--- config.mk ---
export PLATFORM = sky130hd
export DESIGN_NAME = neoC1
export DESIGN_NICKNAME = d
export VERILOG_FILES = /design/src/hw/regPkg.sv /design/src/hw/busPkg.sv /design/src/hw/neoC1.sv /design/src/hw/dtackGen.sv /design/src/hw/ioRegs.sv /design/src/hw/zoneDecode.sv
export VERILOG_INCLUDE_DIRS = /design/src /design/src/hw
export SDC_FILE = /design/constraint.sdc
export NUM_CORES = 1
export LEC_CHECK = 0
export BUFFER_PORTS_ARGS = -buffer_cell sky130_fd_sc_hd__buf_2
export CORE_UTILIZATION = 41
export CTS_CLUSTER_DIAMETER = 60
export DETAILED_ROUTE_END_ITERATION = 10
export GPL_TIMING_DRIVEN = 0
export MAX_ROUTING_LAYER = met4
export PLACE_DENSITY = 0.84
export SLEW_MARGIN = 40
export SYNTH_ARGS = -nofsm -noshare
export SYNTH_HDL_FRONTEND = slang
export SYNTH_SLANG_ARGS = --single-unit
--- constraint.sdc ---
create_clock -name clk68k -period 1.9 [get_ports clk68k]
set_input_delay 0.19 -clock clk68k [delete_from_list [all_inputs] [get_ports clk68k]]
set_output_delay 0.19 -clock clk68k [all_outputs]
set_load 0.03 [all_outputs]
--- src/hw/c1Cfg.svh ---
`ifndef C1_CFG_SVH
`define C1_CFG_SVH

// Board variant, read back through bit 6 of the status byte
// 1 selects the arcade board, 0 the home console
`define C1_CONSOLE_MODE 1

// Fixed wait states per region, in clk68k cycles (0 to 7)
// They are added to the single clock that DTACK always costs

// Program ROM
`define C1_WAIT_ROM 1

// Work RAM runs at full speed
`define C1_WAIT_WRAM 0

// I/O block, controller and sound registers
`define C1_WAIT_IO 1

// Port, palette, card, system ROM and RAM
`define C1_WAIT_OTHER 0

// Width of the counter that holds a wait count
`define C1_WAIT_CNT_W 3

// Upper data lane, D15..D8 on the CPU side
`define C1_DATA_W 8

`endif
--- src/hw/regPkg.sv ---
package regPkg;

	// Registers of the I/O block on the even (upper) lane
	typedef enum logic [2:0] {
		IO_NONE    = 3'd0,
		IO_CTRL1   = 3'd1,	// 30xxxx player 1
		IO_ICOM    = 3'd2,	// 32xxxx sound command and reply
		IO_CTRL2   = 3'd3,	// 34xxxx player 2
		IO_STATUSB = 3'd4	// 38xxxx card and start/select bits
	} ioReg_t;

	// Register from address bits 19..17 inside the I/O block
	// 36xxxx mirrors player 2, 3Axxxx up is not a C1 register
	function automatic ioReg_t ioRegOf(input logic [2:0] sel);
		ioReg_t r;
		case (sel)
			3'b000: r = IO_CTRL1;
			3'b001: r = IO_ICOM;
			3'b010,
			3'b011: r = IO_CTRL2;
			3'b100: r = IO_STATUSB;
			default: r = IO_NONE;
		endcase
		return r;
	endfunction

endpackage

--- src/hw/busPkg.sv ---
package busPkg;

	// Address regions, one per 1 MB block of the 68000 map
	typedef enum logic [3:0] {
		REGION_ROM  = 4'd0,	// 0xxxxx
		REGION_WRAM = 4'd1,	// 1xxxxx
		REGION_PORT = 4'd2,	// 2xxxxx cartridge port
		REGION_IO   = 4'd3,	// 3xxxxx
		REGION_PAL  = 4'd4,	// 4xxxxx to 7xxxxx
		REGION_CARD = 4'd5,	// 8xxxxx to Bxxxxx
		REGION_SROM = 4'd6,	// Cxxxxx
		REGION_SRAM = 4'd7,	// Dxxxxx
		REGION_NONE = 4'd15	// Exxxxx, Fxxxxx
	} busRegion_t;

	// Kind of bus access in progress
	typedef enum logic [1:0] {
		ACCESS_IDLE  = 2'd0,
		ACCESS_READ  = 2'd1,
		ACCESS_WRITE = 2'd2
	} busAccess_t;

	// Access kind from the raw 68000 strobes
	// Idle while AS is high or no lane is selected
	function automatic busAccess_t accessOf(
		input logic nAs,
		input logic nUds,
		input logic nLds,
		input logic rw
	);
		if (nAs || (nUds && nLds))
			return ACCESS_IDLE;
		return rw ? ACCESS_READ : ACCESS_WRITE;
	endfunction

endpackage

--- src/hw/neoC1.sv ---
`include "c1Cfg.svh"

module neoC1 (
	input  logic clk68k,
	input  logic rst,
	input  logic [23:16] addr,
	input  logic nUds, nLds,
	input  logic rw, nAs,
	input  logic [9:0] p1In,
	input  logic [9:0] p2In,
	input  logic nCd1, nCd2, nWp,
	input  logic nRomWait,
	input  logic nPWait0, nPWait1,
	input  logic nPDtack,
	input  logic [`C1_DATA_W-1:0] dataIn,
	input  logic [`C1_DATA_W-1:0] soundReply,
	output logic nRomOeL, nRomOeU,
	output logic nPortOeL, nPortOeU,
	output logic nPortWeL, nPortWeU,
	output logic nPortAdrs,
	output logic nWrL, nWrU,
	output logic nWwL, nWwU,
	output logic nSromOeL, nSromOeU,
	output logic nSramOeL, nSramOeU,
	output logic nSramWeL, nSramWeU,
	output logic nLspOe, nLspWe,
	output logic nCrdO, nCrdW, nCrdC,
	output logic nDipRd0, nDipRd1,
	output logic nBitW0, nBitW1,
	output logic nPal,
	output logic nDtack,
	output logic [`C1_DATA_W-1:0] dataOut,
	output logic dataOe,
	output logic [`C1_DATA_W-1:0] soundCmd
);
	import busPkg::*;
	import regPkg::*;

	busRegion_t region;
	busAccess_t access;
	ioReg_t ioSel;
	logic [`C1_DATA_W-1:0] regData;	// Register mux before the lane drive

	zoneDecode decode (.*);

	ioRegs execute (
		.clk68k(clk68k),
		.rst(rst),
		.access(access),
		.ioSel(ioSel),
		.nAs(nAs),
		.dataIn(dataIn),
		.p1In(p1In),
		.p2In(p2In),
		.nCd1(nCd1),
		.nCd2(nCd2),
		.nWp(nWp),
		.soundReply(soundReply),
		.dataOut(regData),
		.dataOe(dataOe),
		.soundCmd(soundCmd)
	);

	dtackGen result (.*);

	// Upper lane stays quiet unless a register is read
	assign dataOut = dataOe ? regData : '0;

endmodule

--- src/hw/dtackGen.sv ---
`include "c1Cfg.svh"

module dtackGen (
	input  logic clk68k,
	input  logic rst,
	input  logic nAs,
	input  busPkg::busRegion_t region,
	input  logic nRomWait,
	input  logic nPWait0,
	input  logic nPWait1,
	input  logic nPDtack,
	output logic nDtack
);
	import busPkg::*;

	typedef enum logic [1:0] {
		ST_IDLE,
		ST_COUNT,	// Fixed wait states running
		ST_EXTWAIT,	// Port cycle waiting on its own DTACK
		ST_ACK
	} dtackState_t;

	dtackState_t state, stateNext;
	logic [`C1_WAIT_CNT_W-1:0] waitCnt;
	logic [`C1_WAIT_CNT_W-1:0] waitLoad;
	busRegion_t cycRegion;	// Region of the running cycle
	logic extHold;

	always_comb begin
		case (region)
			REGION_ROM:  waitLoad = `C1_WAIT_CNT_W'(`C1_WAIT_ROM);
			REGION_WRAM: waitLoad = `C1_WAIT_CNT_W'(`C1_WAIT_WRAM);
			REGION_IO:   waitLoad = `C1_WAIT_CNT_W'(`C1_WAIT_IO);
			default:     waitLoad = `C1_WAIT_CNT_W'(`C1_WAIT_OTHER);
		endcase
	end

	// External wait lines freeze the count
	// Either port wait line stretches a port cycle
	assign extHold = ((cycRegion == REGION_ROM) && !nRomWait) ||
		((cycRegion == REGION_PORT) && !(nPWait0 && nPWait1));

	always_comb begin
		stateNext = state;
		case (state)
			ST_IDLE: if (!nAs) stateNext = ST_COUNT;
			ST_COUNT: begin
				if (nAs)
					stateNext = ST_IDLE;	// Cycle aborted
				else if (!extHold && waitCnt == '0)
					stateNext = (cycRegion == REGION_PORT && nPDtack) ? ST_EXTWAIT : ST_ACK;
			end
			ST_EXTWAIT: begin
				if (nAs)
					stateNext = ST_IDLE;
				else if (!nPDtack)
					stateNext = ST_ACK;
			end
			default: if (nAs) stateNext = ST_IDLE;
		endcase
	end

	always_ff @(posedge clk68k) begin
		if (rst)
			state <= ST_IDLE;
		else
			state <= stateNext;
	end

	// Loaded on the edge that first sees AS low
	always_ff @(posedge clk68k) begin
		if (state == ST_IDLE) begin
			waitCnt <= waitLoad;
			cycRegion <= region;
		end else if (state == ST_COUNT && !extHold && waitCnt != '0) begin
			waitCnt <= waitCnt - 1'b1;
		end
	end

	assign nDtack = (state != ST_ACK);

endmodule

--- src/hw/ioRegs.sv ---
`include "c1Cfg.svh"

module ioRegs (
	input  logic clk68k,
	input  logic rst,
	input  busPkg::busAccess_t access,
	input  regPkg::ioReg_t ioSel,
	input  logic nAs,
	input  logic [`C1_DATA_W-1:0] dataIn,
	input  logic [9:0] p1In,
	input  logic [9:0] p2In,
	input  logic nCd1,
	input  logic nCd2,
	input  logic nWp,
	input  logic [`C1_DATA_W-1:0] soundReply,
	output logic [`C1_DATA_W-1:0] dataOut,
	output logic dataOe,
	output logic [`C1_DATA_W-1:0] soundCmd
);
	import busPkg::*;
	import regPkg::*;

	logic [`C1_DATA_W-1:0] statusB;
	logic icomWrite;

	// Card lines, board variant and the start/select pairs
	assign statusB = {
		nWp,
		1'(`C1_CONSOLE_MODE),
		nCd2,
		nCd1,
		p2In[9:8],
		p1In[9:8]
	};

	// Read mux, lane drive is qualified by dataOe
	always_comb begin
		case (ioSel)
			IO_CTRL1:   dataOut = p1In[7:0];
			IO_CTRL2:   dataOut = p2In[7:0];
			IO_ICOM:    dataOut = soundReply;	// Reply from the Z80 side
			IO_STATUSB: dataOut = statusB;
			default:    dataOut = '0;
		endcase
	end

	assign dataOe = (access == ACCESS_READ) && (ioSel != IO_NONE);

	// Sound command write, held for the Z80 to pick up
	assign icomWrite = (access == ACCESS_WRITE) && (ioSel == IO_ICOM) && !nAs;

	always_ff @(posedge clk68k) begin
		if (rst) begin
			soundCmd <= '0;
		end else if (icomWrite) begin
			soundCmd <= dataIn;
		end
	end

endmodule

--- src/hw/zoneDecode.sv ---
module zoneDecode (
	input  logic [23:16] addr,
	input  logic nUds,
	input  logic nLds,
	input  logic rw,
	input  logic nAs,
	output busPkg::busRegion_t region,
	output busPkg::busAccess_t access,
	output regPkg::ioReg_t ioSel,
	output logic nRomOeL, nRomOeU,
	output logic nPortOeL, nPortOeU,
	output logic nPortWeL, nPortWeU,
	output logic nPortAdrs,
	output logic nWrL, nWrU,
	output logic nWwL, nWwU,
	output logic nSromOeL, nSromOeU,
	output logic nSramOeL, nSramOeU,
	output logic nSramWeL, nSramWeU,
	output logic nLspOe, nLspWe,
	output logic nCrdO, nCrdW, nCrdC,
	output logic nDipRd0, nDipRd1,
	output logic nBitW0, nBitW1,
	output logic nPal
);
	import busPkg::*;
	import regPkg::*;

	logic upper;	// Even lane strobed inside a cycle
	logic lower;	// Odd lane strobed inside a cycle
	logic anyLane;
	logic word;
	logic rd;
	logic wr;
	logic inRom, inWram, inPort, inIo;
	logic inPal, inCard, inSrom, inSram;
	logic inLsp;	// Line sprite chip, 3Cxxxx and 3Dxxxx
	logic [2:0] ioAddr;

	always_comb begin
		case (addr[23:20])
			4'h0: region = REGION_ROM;
			4'h1: region = REGION_WRAM;
			4'h2: region = REGION_PORT;
			4'h3: region = REGION_IO;
			4'h4, 4'h5, 4'h6, 4'h7: region = REGION_PAL;
			4'h8, 4'h9, 4'hA, 4'hB: region = REGION_CARD;
			4'hC: region = REGION_SROM;
			4'hD: region = REGION_SRAM;
			default: region = REGION_NONE;
		endcase
	end

	assign inRom  = (region == REGION_ROM);
	assign inWram = (region == REGION_WRAM);
	assign inPort = (region == REGION_PORT);
	assign inIo   = (region == REGION_IO);
	assign inPal  = (region == REGION_PAL);
	assign inCard = (region == REGION_CARD);
	assign inSrom = (region == REGION_SROM);
	assign inSram = (region == REGION_SRAM);

	// Strobes only count while AS is low
	assign upper   = ~nAs & ~nUds;
	assign lower   = ~nAs & ~nLds;
	assign anyLane = upper | lower;
	assign word    = upper & lower;
	assign rd      = rw;
	assign wr      = ~rw;

	assign access = accessOf(nAs, nUds, nLds, rw);

	// Sub-block of the I/O area, 128 kB each
	assign ioAddr = addr[19:17];
	assign inLsp  = inIo & (ioAddr == 3'b110);

	// C1 registers sit on the even lane only
	assign ioSel = (inIo && upper) ? ioRegOf(ioAddr) : IO_NONE;

	assign nRomOeL  = ~(inRom & lower & rd);
	assign nRomOeU  = ~(inRom & upper & rd);
	assign nWrL     = ~(inWram & lower & rd);
	assign nWrU     = ~(inWram & upper & rd);
	assign nWwL     = ~(inWram & lower & wr);
	assign nWwU     = ~(inWram & upper & wr);
	assign nPortOeL = ~(inPort & lower & rd);
	assign nPortOeU = ~(inPort & upper & rd);
	assign nPortWeL = ~(inPort & lower & wr);
	assign nPortWeU = ~(inPort & upper & wr);
	assign nPortAdrs = ~(inPort & anyLane);	// Port address latch, any direction
	assign nSromOeL = ~(inSrom & lower & rd);
	assign nSromOeU = ~(inSrom & upper & rd);
	assign nSramOeL = ~(inSram & lower & rd);
	assign nSramOeU = ~(inSram & upper & rd);
	assign nSramWeL = ~(inSram & lower & wr);
	assign nSramWeU = ~(inSram & upper & wr);

	// Odd lane of the I/O area, decoded only
	assign nDipRd0 = ~(inIo & lower & rd & (ioAddr == 3'b000));
	assign nDipRd1 = ~(inIo & lower & rd & (ioAddr == 3'b001));
	assign nBitW0  = ~(inIo & lower & wr & (ioAddr == 3'b100));
	assign nBitW1  = ~(inIo & lower & wr & (ioAddr == 3'b101));

	// Sprite chip and card are 16 bit devices
	assign nLspOe = ~(inLsp & word & rd);
	assign nLspWe = ~(inLsp & word & wr);
	assign nCrdO  = ~(inCard & word & rd);
	assign nCrdW  = ~(inCard & word & wr);
	assign nCrdC  = nCrdO & nCrdW;	// Card chip select

	assign nPal = ~(inPal & anyLane);

endmodule

==> flow_metrics.env <==
export IMPL_outcome="completed"
export IMPL_syn_area_um2=1448
export IMPL_peakVddDrop_v=0.0002281
export IMPL_grt_max_degree=11
export IMPL_power_total_w=0.0009304
export IMPL_grt_usage=0.2126
export IMPL_clock_sinks=17
export IMPL_dr_total_vias=1664
export IMPL_end_kind="flip-flop"
export IMPL_num_rows=21
export IMPL_syn_area_per_cell_um2=8.272
export IMPL_grt_pass1_wl_um=5727
export IMPL_critical_path_required_ns=1.83
export IMPL_max_stage_delay_ns=0.56
export IMPL_drive_gt1_frac=0.4444
export IMPL_dieArea_um2=3772
export IMPL_crit_family="compound AO/OA/AOI/OAI gates"
export IMPL_grt_antenna_before_repair=0
export IMPL_final_util=0.6042
export IMPL_num_fill_cells=324
export IMPL_yosys_warnings=0
export IMPL_ys_ff_latch=17
export IMPL_drtIter0Drc=57
export IMPL_area_growth_pct=40.36
export IMPL_synthCells=175
export IMPL_relSlewSlack=0.5474
export IMPL_p_per_area_nw_per_um2=457.9
export IMPL_drc=0
export IMPL_root_buffer="clkbuf_4"
export IMPL_grt_overflow=0
export IMPL_syn_nets=234
export IMPL_critPathArrivalTime_ns=1.66
export IMPL_fp_dieW_um=61.42
export IMPL_path_class="flip-flop to flip-flop"
export IMPL_start_util=0.4304
export IMPL_setup_viol=0
export IMPL_ios=102
export IMPL_cts_buffers=3
export IMPL_ys_seq_area_frac=0.2835
export IMPL_finClkSkew_ns=0.003561
export IMPL_clk_latency_ns=0.29
export IMPL_wirelength_um=4011
export IMPL_worstMarginPinSlew_ns=0.6737
export IMPL_ys_async_sr_fraction=0
export IMPL_synth_edf_count=7
export IMPL_p_leak_nw=0.8545
export IMPL_coreArea_um2=3363
export IMPL_htreeDepth=1
export IMPL_finalWeightedCongestion=0.8201
export IMPL_post_route_min_period_ns=1.724
export IMPL_max_freq_ghz=0.5800
export IMPL_synth_main_ff_cell="dfxtp_1"
export IMPL_hold_slack_ns=0.1470
export IMPL_ys_types=42
export IMPL_hold_viol_final=0
export IMPL_cp_max_fo=3
export IMPL_yosys_top_cells_area="edfxtp_1 15%, dfxtp_1 14%, nand2b_1 12%"
export IMPL_clk_pin_slew_ns=0.10
export IMPL_die_height_um=61.42
export IMPL_cts_resized=0
export IMPL_grt_pass1_vias=1358
export IMPL_min_period_over_period=0.9075
export IMPL_yosysTopAreaCell="edfxtp_1"
export IMPL_dpl_hpwl_um=3165
export IMPL_postCtsHoldBufs=0
export IMPL_worstHoldPathType="primary input to flip-flop"
export IMPL_worst_path_max_delay_cell="a311oi_1"
export IMPL_cts_tree="done"
export IMPL_firstDrtPassIters=4
export IMPL_postCtsSetupBuffers=0
export IMPL_n_antenna_cell=0
export IMPL_setup_tns_ns=0
export IMPL_portBuffers=100
export IMPL_pre_cts_ws_ns=0.1814
export IMPL_clockBufferDepth=2
export IMPL_crit_buf_inv=1
export IMPL_drv_cap=0
export IMPL_final_nets=339
export IMPL_yosysTopAreaCellShare=0.1452
export IMPL_maxSlewViolCount=0
export IMPL_ant_nets=0
export IMPL_wire_per_inst_um=12.34
export IMPL_layout_setup_ws_ns=0.1758
export IMPL_viasPerCell=5.120
export IMPL_startpoint_type="flip-flop"
export IMPL_rsz0062_at_grt="no"
export IMPL_crit_path_cell_trace="inv_1 > ha_1 > and3b_1 > a311oi_1"
==> metal layers <==
layer,global-route usage,up-vias,wire (um)
met4,0.08571,0,25
met1,0.2693,750,1819
met5,-,-,0
li1,-,830,-
met3,0.02311,2,287
met2,0.3463,82,1879
==> layout make-up <==
type,count,area [um2],share of cell area
multi-input cells,143,953.4,0.4692
repair buffers,100,500.5,0.2463
flip-flops and latches,17,410.4,0.2020
plain buffers,9,61.31,0.03017
well taps,46,57.56,0.02833
clock buffers,4,26.28,0.01293
inverters,6,22.52,0.01108
==> worst reg2reg max path: cells and delay by family, from the launching register on <==
kind	cells	cell delay, ns
DFF	1	0.35
adders and majority gates	1	0.21
buffers and inverters	1	0.06
AOI/OAI and AO/OA	1	0.56
and+or+nand+nor	1	0.19
==> through the flow <==
stage | area, um2 | instances
final | 2032 | 325
after detailed placement | 2006 | 321
after floorplan | 1448 | 175
after CTS | 2032 | 325
after global placement | 2006 | 321
after global routing | 2032 | 325
==> placed cells by master, fill, tap and decap left out, types with 4 or more instances in the layout <==
cell type,instances
nand2b_1,27
buf_2,103
clkbuf_1,5
inv_1,6
nand4_1,5
dfxtp_1,10
o211ai_1,7
edfxtp_1,7
a21oi_1,11
nand2_1,26
mux2i_1,8
nand3_1,4
nor2_1,9
nor3_1,4
mux2_2,7
==> synthesized netlist by cell type (2+ instances only) <==
cell type and number:
nor3b_2 3, inv_1 6, mux2_2 7, edfxtp_1 7
clkbuf_1 4, nand4_1 5, buf_2 3, a311oi_1 2
and4bb_1 2, nor2_1 9, mux2i_1 8, a21oi_1 11
nor2b_1 3, a31oi_1 2, o21ai_0 3, nand2_1 26
o211ai_1 7, nand2b_1 27, nand3_1 4, dfxtp_1 10
ha_1 2, nor3_1 4
==> final timing paths <==
| kind | from | to | slack, ns | depth (start not counted) |
|---|---|---|---|---|
| setup / recovery | result.waitCnt[0] | result.waitCnt[0] | 0.18 | 4 |
| hold / removal | dataIn[3] | execute.soundCmd[3] | 0.15 | 3 |
| setup reg to reg | result.waitCnt[0] | result.waitCnt[0] | 0.18 | 4 |
| hold reg to reg | execute.soundCmd[1] | execute.soundCmd[1] | 0.48 | 2 |
==> power breakdown <==
| group | internal (W) | switching [W] | total (W) | leakage, nW |
|---|---|---|---|---|
| sequential | 0.000424 | 0.0000209 | 0.000445 | 0.155 |
| clock | 0.0000817 | 0.000114 | 0.000196 | 0.0150 |
| combinational | 0.000141 | 0.000149 | 0.000290 | 0.684 |
| total | 0.000646 | 0.000284 | 0.000930 | 0.855 |
==> cell families (layout without fill, tap and decap cells) <==
logic type | Yosys count | after routing | synth area share
and+or+nand+nor | 97 | 97 | 0.4028
AOI/OAI and AO/OA | 28 | 28 | 0.1227
DFF | 17 | 17 | 0.2835
muxes | 15 | 15 | 0.1098
buffers and inverters | 15 | 119 | 0.05790
adders and majority gates | 2 | 2 | 0.01728
xor gates and xnor gates | 1 | 1 | 0.006051
==> state kept, by name, indices dropped and copies added (netlist names) <==
name	flops
result.state	2
execute.soundCmd	8
result.cycRegion	4
result.waitCnt	3
No activity file was read; power rests on OpenSTA's default activity.
